===== src/common/rename_defines.svh =====
// Rename stage sizes
`ifndef RENAME_DEFINES_SVH
`define RENAME_DEFINES_SVH

// physical register file
`define PHYS_REGS 32
`define PR_ADDR_W 5

// architectural registers, 0 and 1 are fixed
`define ARCH_REGS 12
`define RENAMED_REGS 10

// program counter halves
`define REG_PCH 4'd11
`define REG_PCL 4'd10

`endif


===== src/common/rename_pkg.sv =====
// Rename stage types
`default_nettype none

`include "rename_defines.svh"

package rename_pkg;

    typedef logic [3:0] arch_reg_t;
    typedef logic [`PR_ADDR_W-1:0] phys_reg_t;

    // bit i stands for physical register i+2
    typedef logic [`PHYS_REGS-3:0] free_pool_t;

    // slot r holds the alias of architectural register r+2
    typedef logic [`RENAMED_REGS*`PR_ADDR_W-1:0] rat_t;
    typedef logic [`RENAMED_REGS-1:0] done_t;

    typedef logic [3:0] opcode_t;

    localparam opcode_t OP_LOAD   = 4'b1100;
    localparam opcode_t OP_STORE  = 4'b1101;
    localparam opcode_t OP_TERM_A = 4'b1110;
    localparam opcode_t OP_TERM_B = 4'b1111;

endpackage

`default_nettype wire


===== src/logic/dest_decode.sv =====
// Destination decoder
`timescale 1ns/1ns
`default_nettype none

`include "rename_defines.svh"

module dest_decode (
    input  wire logic [23:0]         micro_op,
    output rename_pkg::arch_reg_t    dst_a,
    output rename_pkg::arch_reg_t    dst_b,
    output logic                     nop
);

    rename_pkg::opcode_t opcode;

    assign opcode = micro_op[23:20];

    always_comb begin
        case (opcode)
            rename_pkg::OP_LOAD: begin
                dst_a = 4'h0;
                dst_b = micro_op[15:12]; // loaded value only
            end
            rename_pkg::OP_STORE: begin
                dst_a = 4'h0;
                dst_b = 4'h0;
            end
            rename_pkg::OP_TERM_A, rename_pkg::OP_TERM_B: begin
                dst_a = `REG_PCH; // terminators write the pc
                dst_b = `REG_PCL;
            end
            default: begin
                dst_a = micro_op[19:16];
                dst_b = micro_op[15:12];
            end
        endcase
    end

    // opcode 0 with no destinations does nothing
    assign nop = (opcode == 4'h0) && (dst_a == 4'h0) && (dst_b == 4'h0);

endmodule

`default_nettype wire


===== src/renamer/renamer_cell.sv =====
// Single destination rename
`timescale 1ns/1ns
`default_nettype none

`include "rename_defines.svh"

module renamer_cell (
    input  wire rename_pkg::arch_reg_t  arch_reg,
    input  wire rename_pkg::free_pool_t free_pool,
    input  wire rename_pkg::rat_t       rat_aliases,
    input  wire rename_pkg::done_t      rat_done,
    output rename_pkg::free_pool_t      new_free_pool,
    output rename_pkg::rat_t            new_rat_aliases,
    output rename_pkg::done_t           new_rat_done,
    output rename_pkg::phys_reg_t       phys_reg,
    output rename_pkg::phys_reg_t       old_reg,
    output logic                        phys_reg_valid
);

    rename_pkg::phys_reg_t free_idx;
    logic                  free_found;
    logic                  does_rename;
    rename_pkg::arch_reg_t slot;

    // lowest set bit wins, so scan downwards
    always_comb begin
        free_idx   = '0;
        free_found = 1'b0;
        for (int i = `PHYS_REGS-3; i >= 0; i--) begin
            if (free_pool[i]) begin
                free_idx   = rename_pkg::phys_reg_t'(i);
                free_found = 1'b1;
            end
        end
    end

    assign does_rename = (arch_reg != 4'h0) && (arch_reg != 4'h1);
    assign slot        = arch_reg - 4'd2;

    assign phys_reg = does_rename ? free_idx + 5'd2 : {1'b0, arch_reg};
    assign old_reg  = does_rename ? rat_aliases[slot*`PR_ADDR_W +: `PR_ADDR_W]
                                  : {1'b0, arch_reg};

    assign phys_reg_valid = !does_rename || free_found;

    always_comb begin
        new_free_pool   = free_pool;
        new_rat_aliases = rat_aliases;
        new_rat_done    = rat_done;
        if (does_rename) begin
            new_free_pool[free_idx] = 1'b0;
            new_rat_aliases[slot*`PR_ADDR_W +: `PR_ADDR_W] = phys_reg;
            new_rat_done[slot] = 1'b0; // value not produced yet
        end
    end

endmodule

`default_nettype wire


===== src/renamer/renamer.sv =====
// Two destination renamer
`timescale 1ns/1ns
`default_nettype none

`include "rename_defines.svh"

module renamer (
    input  wire rename_pkg::arch_reg_t  dst_a,
    input  wire rename_pkg::arch_reg_t  dst_b,
    input  wire rename_pkg::arch_reg_t  src_a,
    input  wire rename_pkg::arch_reg_t  src_b,
    input  wire logic                   micro_op_valid,
    input  wire rename_pkg::free_pool_t free_pool,
    input  wire rename_pkg::rat_t       rat_aliases,
    input  wire rename_pkg::done_t      rat_done,
    output rename_pkg::free_pool_t      new_free_pool,
    output rename_pkg::rat_t            new_rat_aliases,
    output rename_pkg::done_t           new_rat_done,
    output rename_pkg::phys_reg_t       phys_a,
    output rename_pkg::phys_reg_t       phys_b,
    output rename_pkg::phys_reg_t       old_a,
    output rename_pkg::phys_reg_t       old_b,
    output rename_pkg::phys_reg_t       src_phys_a,
    output rename_pkg::phys_reg_t       src_phys_b,
    output logic                        src_ready_a,
    output logic                        src_ready_b,
    output logic                        rename_valid
);

    rename_pkg::free_pool_t pool_mid;
    rename_pkg::rat_t       aliases_mid;
    rename_pkg::done_t      done_mid;
    logic                   valid_a;
    logic                   valid_b;
    rename_pkg::arch_reg_t  src_slot_a;
    rename_pkg::arch_reg_t  src_slot_b;

    renamer_cell u_cell_a (
        .arch_reg        (dst_a),
        .free_pool       (free_pool),
        .rat_aliases     (rat_aliases),
        .rat_done        (rat_done),
        .new_free_pool   (pool_mid),
        .new_rat_aliases (aliases_mid),
        .new_rat_done    (done_mid),
        .phys_reg        (phys_a),
        .old_reg         (old_a),
        .phys_reg_valid  (valid_a)
    );

    // b sees a's allocation, so b's alias wins on a clash
    renamer_cell u_cell_b (
        .arch_reg        (dst_b),
        .free_pool       (pool_mid),
        .rat_aliases     (aliases_mid),
        .rat_done        (done_mid),
        .new_free_pool   (new_free_pool),
        .new_rat_aliases (new_rat_aliases),
        .new_rat_done    (new_rat_done),
        .phys_reg        (phys_b),
        .old_reg         (old_b),
        .phys_reg_valid  (valid_b)
    );

    assign rename_valid = micro_op_valid && valid_a && valid_b;

    // sources read the table as it was before this op
    assign src_slot_a  = src_a - 4'd2;
    assign src_slot_b  = src_b - 4'd2;
    assign src_phys_a  = (src_a < 4'd2) ? {1'b0, src_a}
                                        : rat_aliases[src_slot_a*`PR_ADDR_W +: `PR_ADDR_W];
    assign src_phys_b  = (src_b < 4'd2) ? {1'b0, src_b}
                                        : rat_aliases[src_slot_b*`PR_ADDR_W +: `PR_ADDR_W];
    assign src_ready_a = (src_a < 4'd2) || rat_done[src_slot_a]; // fixed regs always done
    assign src_ready_b = (src_b < 4'd2) || rat_done[src_slot_b];

endmodule

`default_nettype wire


===== src/renamer/rename_state.sv =====
// Free pool, alias table and done bits
`timescale 1ns/1ns
`default_nettype none

`include "rename_defines.svh"

module rename_state (
    input  wire logic                   clk,
    input  wire logic                   rst_n,
    input  wire logic                   commit,
    input  wire rename_pkg::free_pool_t new_free_pool,
    input  wire rename_pkg::rat_t       new_rat_aliases,
    input  wire rename_pkg::done_t      new_rat_done,
    input  wire logic                   release_valid,
    input  wire rename_pkg::phys_reg_t  release_reg,
    input  wire logic                   wb_valid,
    input  wire rename_pkg::phys_reg_t  wb_reg,
    output rename_pkg::free_pool_t      free_pool,
    output rename_pkg::rat_t            rat_aliases,
    output rename_pkg::done_t           rat_done
);

    // identity mapping for every renamed register
    function automatic rename_pkg::rat_t rat_reset_value();
        rename_pkg::rat_t v = '0;
        for (int r = 2; r < `ARCH_REGS; r++) begin
            v[(r-2)*`PR_ADDR_W +: `PR_ADDR_W] = rename_pkg::phys_reg_t'(r);
        end
        return v;
    endfunction

    // registers at or above ARCH_REGS start free
    localparam rename_pkg::free_pool_t POOL_RESET =
        ~rename_pkg::free_pool_t'(0) << (`ARCH_REGS - 2);
    localparam rename_pkg::rat_t RAT_RESET = rat_reset_value();

    rename_pkg::free_pool_t pool_next;
    rename_pkg::rat_t       aliases_next;
    rename_pkg::done_t      done_next;
    rename_pkg::phys_reg_t  release_slot;

    assign release_slot = release_reg - 5'd2;

    always_comb begin
        pool_next    = commit ? new_free_pool : free_pool;
        aliases_next = commit ? new_rat_aliases : rat_aliases;
        done_next    = commit ? new_rat_done : rat_done;

        if (release_valid) begin
            pool_next[release_slot] = 1'b1; // retired reg back to pool
        end

        // writeback marks every register aliasing wb_reg after rename
        if (wb_valid) begin
            for (int r = 0; r < `RENAMED_REGS; r++) begin
                if (aliases_next[r*`PR_ADDR_W +: `PR_ADDR_W] == wb_reg) begin
                    done_next[r] = 1'b1;
                end
            end
        end
    end

    always_ff @(posedge clk) begin
        if (!rst_n) begin
            free_pool   <= POOL_RESET;
            rat_aliases <= RAT_RESET;
            rat_done    <= '1;
        end else begin
            free_pool   <= pool_next;
            rat_aliases <= aliases_next;
            rat_done    <= done_next;
        end
    end

endmodule

`default_nettype wire


===== src/logic/rename_unit.sv =====
// Register rename stage
`timescale 1ns/1ns
`default_nettype none

module rename_unit (
    input  wire logic                  clk,
    input  wire logic                  rst_n,
    input  wire logic [23:0]           micro_op,
    input  wire logic                  micro_op_valid,
    input  wire logic                  release_valid,
    input  wire rename_pkg::phys_reg_t release_reg,
    input  wire logic                  wb_valid,
    input  wire rename_pkg::phys_reg_t wb_reg,
    output rename_pkg::phys_reg_t      phys_a,
    output rename_pkg::phys_reg_t      phys_b,
    output rename_pkg::phys_reg_t      old_a,
    output rename_pkg::phys_reg_t      old_b,
    output logic                       nop,
    output rename_pkg::phys_reg_t      src_phys_a,
    output rename_pkg::phys_reg_t      src_phys_b,
    output logic                       src_ready_a,
    output logic                       src_ready_b,
    output logic                       rename_valid
);

    rename_pkg::arch_reg_t  dst_a;
    rename_pkg::arch_reg_t  dst_b;
    rename_pkg::free_pool_t free_pool;
    rename_pkg::rat_t       rat_aliases;
    rename_pkg::done_t      rat_done;
    rename_pkg::free_pool_t new_free_pool;
    rename_pkg::rat_t       new_rat_aliases;
    rename_pkg::done_t      new_rat_done;

    dest_decode u_dest_decode (
        .micro_op (micro_op),
        .dst_a    (dst_a),
        .dst_b    (dst_b),
        .nop      (nop)
    );

    renamer u_renamer (
        .dst_a           (dst_a),
        .dst_b           (dst_b),
        .src_a           (micro_op[11:8]),
        .src_b           (micro_op[7:4]),
        .micro_op_valid  (micro_op_valid),
        .free_pool       (free_pool),
        .rat_aliases     (rat_aliases),
        .rat_done        (rat_done),
        .new_free_pool   (new_free_pool),
        .new_rat_aliases (new_rat_aliases),
        .new_rat_done    (new_rat_done),
        .phys_a          (phys_a),
        .phys_b          (phys_b),
        .old_a           (old_a),
        .old_b           (old_b),
        .src_phys_a      (src_phys_a),
        .src_phys_b      (src_phys_b),
        .src_ready_a     (src_ready_a),
        .src_ready_b     (src_ready_b),
        .rename_valid    (rename_valid)
    );

    rename_state u_rename_state (
        .clk             (clk),
        .rst_n           (rst_n),
        .commit          (rename_valid), // stall holds state
        .new_free_pool   (new_free_pool),
        .new_rat_aliases (new_rat_aliases),
        .new_rat_done    (new_rat_done),
        .release_valid   (release_valid),
        .release_reg     (release_reg),
        .wb_valid        (wb_valid),
        .wb_reg          (wb_reg),
        .free_pool       (free_pool),
        .rat_aliases     (rat_aliases),
        .rat_done        (rat_done)
    );

endmodule

`default_nettype wire


===== config.mk =====
export PLATFORM = sky130hd
export DESIGN_NAME = rename_unit
export DESIGN_NICKNAME = d
export VERILOG_FILES = /design/src/common/rename_pkg.sv /design/src/logic/dest_decode.sv /design/src/renamer/renamer_cell.sv /design/src/renamer/renamer.sv /design/src/renamer/rename_state.sv /design/src/logic/rename_unit.sv
export VERILOG_INCLUDE_DIRS = /design/src /design/src/common
export SDC_FILE = /design/constraint.sdc
export NUM_CORES = 1
export LEC_CHECK = 0
export BUFFER_PORTS_ARGS = -buffer_cell sky130_fd_sc_hd__buf_4
export CORE_ASPECT_RATIO = 1.4
export CORE_MARGIN = 2
export CORE_UTILIZATION = 35
export DETAILED_ROUTE_END_ITERATION = 6
export GPL_ROUTABILITY_DRIVEN = 0
export PLACE_DENSITY = 0.6
export SYNTH_ARGS = -nofsm -noshare
export SYNTH_HDL_FRONTEND = slang
export SYNTH_SLANG_ARGS = --single-unit
export TNS_END_PERCENT = 1

===== constraint.sdc =====
create_clock -name clk -period 11.2 [get_ports clk]
set_input_delay 1.68 -clock clk [delete_from_list [all_inputs] [get_ports clk]]
set_output_delay 1.68 -clock clk [all_outputs]
set_load 0.005 [all_outputs]

Word-level counts from Yosys, hierarchy flattened
Index checks and enable logic that the tools add are counted.
- logic and storage cells: 252
- bits of input ports: 39
- output and inout bits: 34
- register bits: 90
- eq/ne operators: 16
- add/subtract/negate cells: 9
- multipliers: 4
- bitwise operators: 9
- shifts and indexed selects: 8
- muxes and demuxes: 165
- $lt $le $gt $ge: 14
- reduce and logical (&&, ||, !) cells: 24
- operators by type and width (cell ; count):
    two-way mux 5 bit ; 66
    indexed part select 50 x 8 -> 5 bit ; 4
    two-way mux 50 bit ; 3
    two-way mux 30 bit ; 4
    bitwise mux 50 bit ; 2
    variable shift 5 x 34 -> 50 bit (first input constant) ; 2
    indexed part select 5 x 34 -> 50 bit ; 2
    two-way mux 1 bit ; 77
    negation 7 -> 34 bit ; 2
    AND 30 bit ; 2
    inverter 30 bit ; 2
    == test 5 bit ; 10
    two-way mux 10 bit ; 4
    OR 30 bit ; 1
    multiplier 4 x 3 -> 7 bit (second input constant) ; 4
    AND 10 bit ; 2
    < comparator 4 x 5 -> 1 bit (second input constant) ; 4
    inverter 10 bit ; 2
    < comparator 5 x 6 -> 1 bit (second input constant) ; 3
    == test 4 bit (second input constant) ; 4
    case mux 4 bit (2 select lines) ; 2
    subtractor 4 x 2 -> 4 bit (second input constant) ; 4
    demux 1 bit (select 5 bit) ; 3
    greater-or-equal comparator 5 x 1 -> 1 bit (second input constant) ; 3
    other kinds (13) ; 37

Logic depth before layout (Yosys ltp)
- depth after elaboration: 77
- gate-level depth with buffers: 25
- gate-level depth less buffers: 21

Modules after synthesis
A second synthesis with hierarchy kept.
- cell total of the unflattened synthesis: 1214
- area total of the unflattened synthesis: 10231.1 sq um
- modules (own cells, without submodules) (module ; cells an instance ; seq. area each (sq um) ; times used ; area an instance (sq um)):
    rename_state ; 411 ; 1801.7 ; 1 ; 4215.3
    renamer_cell (u_renamer.u_cell_a) ; 355 ; 0.0 ; 1 ; 2463.6
    renamer_cell (u_renamer.u_cell_b) ; 317 ; 0.0 ; 1 ; 2333.5
    renamer ; 114 ; 0.0 ; 1 ; 1099.8
    dest_decode ; 17 ; 0.0 ; 1 ; 118.9

Worst setup path before layout
No wires, ideal clock.
- path kind: input-to-output
- start: input port micro_op[16]
- end: output port phys_b[3]
- cell stages on the path: 18
- buffers on the path: 3
- data arrival time: 6262 ps
- setup slack: 3258 ps
- cell sequence: a21bo_2 > nand2_1 > clkinv_1 > buf_1 > ha_1 > o221ai_1 > nand4_4 > or3_1 > buf_2 > o31ai_1 > a311oi_1 > a211o_1 > a311oi_1 > clkbuf_1 > ha_1 > o21a_1 > nor2_1 > nor2_1
- longest elaborated chain between the ends: 36
- elaborated cells on any way between the ends: 37
- classes of those cells: add/sub (1); eq/ne (1); mux (33); reduce/logical (2)
- RTL lines (item ; RTL line ; text):
    start, declared ; rename_unit.sv:8 ; input wire logic [23:0] micro_op,
    case mux 4 bit (2 select lines) (*) ; dest_decode.sv:19 ; case (opcode)
    != test 4 x 1 -> 1 bit / nonzero test 4 bit (equally long branches) ; renamer_cell.sv:37 ; assign does_rename = (arch_reg != 4'h0) && (arch_reg != 4'h1);
    logical AND 1 bit (*) ; renamer_cell.sv:37 ;
    two-way mux 30 bit (*) ; renamer_cell.sv:50 ; if (does_rename) begin
    two-way mux 5 bit (29 in series) ; renamer_cell.sv:30 ; if (free_pool[i]) begin
    two-way mux 5 bit (*) ; renamer_cell.sv:30 ;
    adder 5 x 2 -> 5 bit (*) ; renamer_cell.sv:40 ; assign phys_reg = does_rename ? free_idx + 5'd2 : {1'b0, arch_reg};
    two-way mux 5 bit (*) ; renamer_cell.sv:40 ;
    end, declared ; rename_unit.sv:15 ; output rename_pkg::phys_reg_t phys_b,
Every way passes the cells marked *; elsewhere a longest branch is shown, timed or not.

Final worst setup path
- start: input port micro_op[22]
- end: output port phys_b[3]
- longest elaborated chain between the ends: 38
- elaborated cells on any way between the ends: 47
- classes of those cells: add/sub (1); eq/ne (6); mux (34); reduce/logical (6)
- RTL lines (item ; RTL line):
    == test 4 bit ; dest_decode.sv:19
    OR reduction 2 bit, on equally long branches ; -
    case mux 4 bit (2 select lines) ; dest_decode.sv:19
    != test 4 x 1 -> 1 bit / nonzero test 4 bit (equally long branches) ; renamer_cell.sv:37
    logical AND 1 bit ; renamer_cell.sv:37
    two-way mux 30 bit ; renamer_cell.sv:50
    two-way mux 5 bit (30 in series) ; renamer_cell.sv:30
    adder 5 x 2 -> 5 bit ; renamer_cell.sv:40
    two-way mux 5 bit (*) ; renamer_cell.sv:40
Marks and branches as above.

==> results_dict.tcl <==
set metrics [dict create \
    p_leak_nw 4.632 \
    power.density_nw_per_um2 139.1 \
    rr_startpoint "u_rename_state.free_pool[27]" \
    ys_seq_elements 90 \
    top_level_ports 73 \
    fp.dieH_um 215.1 \
    start_util 0.3537 \
    layout_common_cells "nand2_1 (189), nor2_1 (152), o21ai_0 (140)" \
    startpoint "micro_op[22]" \
    fillers 3316 \
    clock_path_buffers 2 \
    crit_cells 20 \
    worstHoldPathType "reg -> reg" \
    p_comb_frac 0.563 \
    final_common_cell "nand2_1" \
    netSwitchingPower_mw 0.8738 \
    max_slew_margin 0.3038 \
    dr.pass1.iters 6 \
    skew_ns 0.01266 \
    crit_type "in -> out" \
    synthFlopType "dfxtp_1" \
    cp_slowest_stage_delay_ns 0.67 \
    final-setup-viol-count 0 \
    reg2reg_to "u_rename_state.rat_done[9]" \
    htree_levels 3 \
    rrSetupSlack_ns 4.84 \
    gr-total-overflow 0 \
    synthesis.nets 1632 \
    p_int_mw 0.8187 \
    syn_inst 1570 \
    vias_per_cell 6.916 \
    final_util 0.3861 \
    avgSynthCellArea_um2 7.098 \
    cp_max_fo 28 \
    place_ws_ns 1.964 \
    path_buf_inv 5 \
    num_vias 13528 \
    fin_total_pwr_mw 1.692 \
    clkLatencyLatePin_ns 0.38 \
    maxCapViolCount 0 \
    postCtsSetupRepairBufs 0 \
    synth_top_area_frac 0.1617 \
    ys_warn_count 0 \
    ctsHoldBuffers 0 \
    cpMostUsedCell "buf_4" \
    synth-edff-count 0 \
    routedWlPerCell_um 28.10 \
    slowest_stage "o31ai_1" \
    holdWs_ns 0.5380 \
    grt_max_degree 91 \
    setup_tns_ns 0 \
    portBuffers 68 \
    ir_drop_v 0.00007908 \
    numCtsBuffers 9 \
    yosysTopAreaCell "dfxtp_1" \
    synth.distinct_cells 96 \
    startpoint_type "input pin" \
    cp.arrival_ns 7.81 \
    status "finished, final reports clean" \
    drive_gt1_frac 0.1142 \
    seqPwrFrac 0.236 \
    drv_slew 0 \
    areaGrowthSynthToFinish_pct 9.151 \
    clk_transition_reported_paths_ns 0.08 \
    fin_crit_ns 9.489 \
    ys_seq_area_frac 0.1617 \
    cp-end-kind "output port" \
    swShare 0.5163 \
    clockRootBuffer "clkbuf_16" \
    antenna_left 0 \
    antenna_found_initial 1 \
    grt_pass1_vias 12640 \
    cts_tree "yes" \
    routed_wl_um 54970 \
    netlist_area_um2 11140 \
    final-hold-violation-count 0 \
    coreArea_um2 31500 \
    clock-sinks 90 \
    grt_pass1_wl_um 81130 \
    required_ns 9.52 \
    max_freq_mhz 105.4 \
    drtIter0Drc 1934 \
    drcViolationCount 0 \
    fin_nets 1616 \
    die_area_um2 33300 \
    worst_slew_pin_slew_ns 1.035 \
    synth.area.top_cells "dfxtp_1 (16%), nand2_1 (6.4%), o21ai_0 (6.3%)" \
    synth-async-reset-ratio 0 \
    rsz0062_at_grt "no" \
    path_cells "buf_4 -> nand3_1 -> nand2_1 -> buf_4 -> clkinv_1 -> buf_4 -> ha_1 -> o221a_2 -> a2111oi_0 -> o31ai_1 -> o31ai_1 -> nand2b_1 -> nor3_1 -> o211ai_1 -> a21oi_1 -> ha_1 -> o21a_1 -> nor2_1 -> nor2_1 -> buf_4" \
    rows 77 \
    period_share 0.8472 \
    reg2regPathDepth 16 \
    die_x_um 154.8 \
    grt_use_total 0.3238 \
    crit_end "phys_b[3]" \
    post_cts_resized 0 \
    crit_family "compound AO/OA/AOI/OAI gates" \
    setup_ws_ns 1.711 \
    hpwl_um 40250 \
    power.clock.fraction 0.201 \
]
## power by group through the flow
stage | Sequential [mW] | Combinational (mW) | Clock [mW]
2_1_floorplan | 0.367 | 0.559 | 0
3_3_place_gp | 0.401 | 0.891 | 0
3_5_place_dp | 0.401 | 0.894 | 0
4_1_cts | 0.393 | 0.899 | 0.340
5_1_grt | 0.399 | 0.988 | 0.354
6_report | 0.400 | 0.952 | 0.340
## synthesized netlist by cell type, types with 9 or more instances
master     number
or3_1          10
a31oi_1        25
a22oi_1        11
o22ai_1        16
buf_2          18
nand4_1        12
o31a_1          9
nor4_1         19
a21oi_1        74
buf_1          13
nand2b_1       14
xor2_1         19
clkbuf_1       80
mux2i_1        54
nor3_1         50
nor2_1        152
mux2_2         14
nor2b_1        16
o2111ai_1      13
xnor2_1        23
or2_2          10
o211ai_1       32
or4_1          13
ha_1           23
a311oi_1       16
and2_1         21
o21a_1         14
and3_1         25
a21boi_0       13
o21ai_0       140
mux4_2         24
inv_1          37
o211a_1         9
nand3_1        60
dfxtp_1        90
o221ai_1       11
a32oi_1         9
nand2_1       189
a211oi_1       22
o22a_1         11
o31ai_1        23
## kinds of logic after synthesis
family / count (synthesis) / share of synthesized area
AOI/OAI and AO/OA: 537 / 0.3309
adders and majority gates: 24 / 0.02672
muxes: 92 / 0.1112
xor gates and xnor gates: 45 / 0.03919
buffers and inverters: 154 / 0.05536
DFF: 90 / 0.1617
and+or+nand+nor: 628 / 0.2750
## how the worst min path moves through the flow
| stage | start | end | slack, ns | cells after the start |
|---|---|---|---|---|
| floorplan | u_rename_state.rat_done[0] | u_rename_state.rat_done[0] | 0.46 | 2 |
| global placement | u_rename_state.rat_done[0] | u_rename_state.rat_done[0] | 0.50 | 2 |
| detailed placement | u_rename_state.rat_done[0] | u_rename_state.rat_done[0] | 0.52 | 2 |
| CTS | u_rename_state.rat_done[0] | u_rename_state.rat_done[0] | 0.54 | 2 |
| global route | u_rename_state.rat_done[0] | u_rename_state.rat_done[0] | 0.58 | 2 |
| finish | u_rename_state.rat_done[0] | u_rename_state.rat_done[0] | 0.54 | 2 |
## state kept, by name, summed over array words and instances, names as in the netlist
signal / flops
u_rename_state.rat_aliases: 50
u_rename_state.rat_done: 10
u_rename_state.free_pool: 30
## per-layer routing
layer / part of all wire / global-route usage / wire, um
met1: 0.33 / 0.3632 / 18400
met2: 0.45 / 0.5179 / 24470
met4: 0.11 / 0.2636 / 5989
met3: 0.11 / 0.08026 / 6108
met5: 0 / 0 / 0
## worst min-delay path: cells and delay by family (launching register included)
family	cells	cell delay, ns
AO/OA/AOI/OAI	2	0.15
flip-flops	1	0.36
## per-stage QoR
| stage | std cells | cell area [um2] |
|---|---|---|
| global route | 1954 | 12160 |
| finish | 1956 | 12160 |
| floorplan | 1570 | 11140 |
| CTS | 1954 | 12150 |
| global placement | 1938 | 11840 |
| detailed placement | 1938 | 11840 |
## final cells by class
| type | count | area (um2) | share of cell area |
|---|---|---|---|
| inverter | 40 | 150.1 | 0.01234 |
| multi-input combinational | 1326 | 8748 | 0.7193 |
| timing repair buffer | 87 | 653.1 | 0.05370 |
| sequential | 90 | 1802 | 0.1481 |
| antenna | 2 | 5.005 | 0.0004115 |
| clock buffer | 9 | 225.2 | 0.01852 |
| clock inverter | 7 | 85.08 | 0.006995 |
| tap | 395 | 494.2 | 0.04063 |
(Power assumes the default switching activity.)
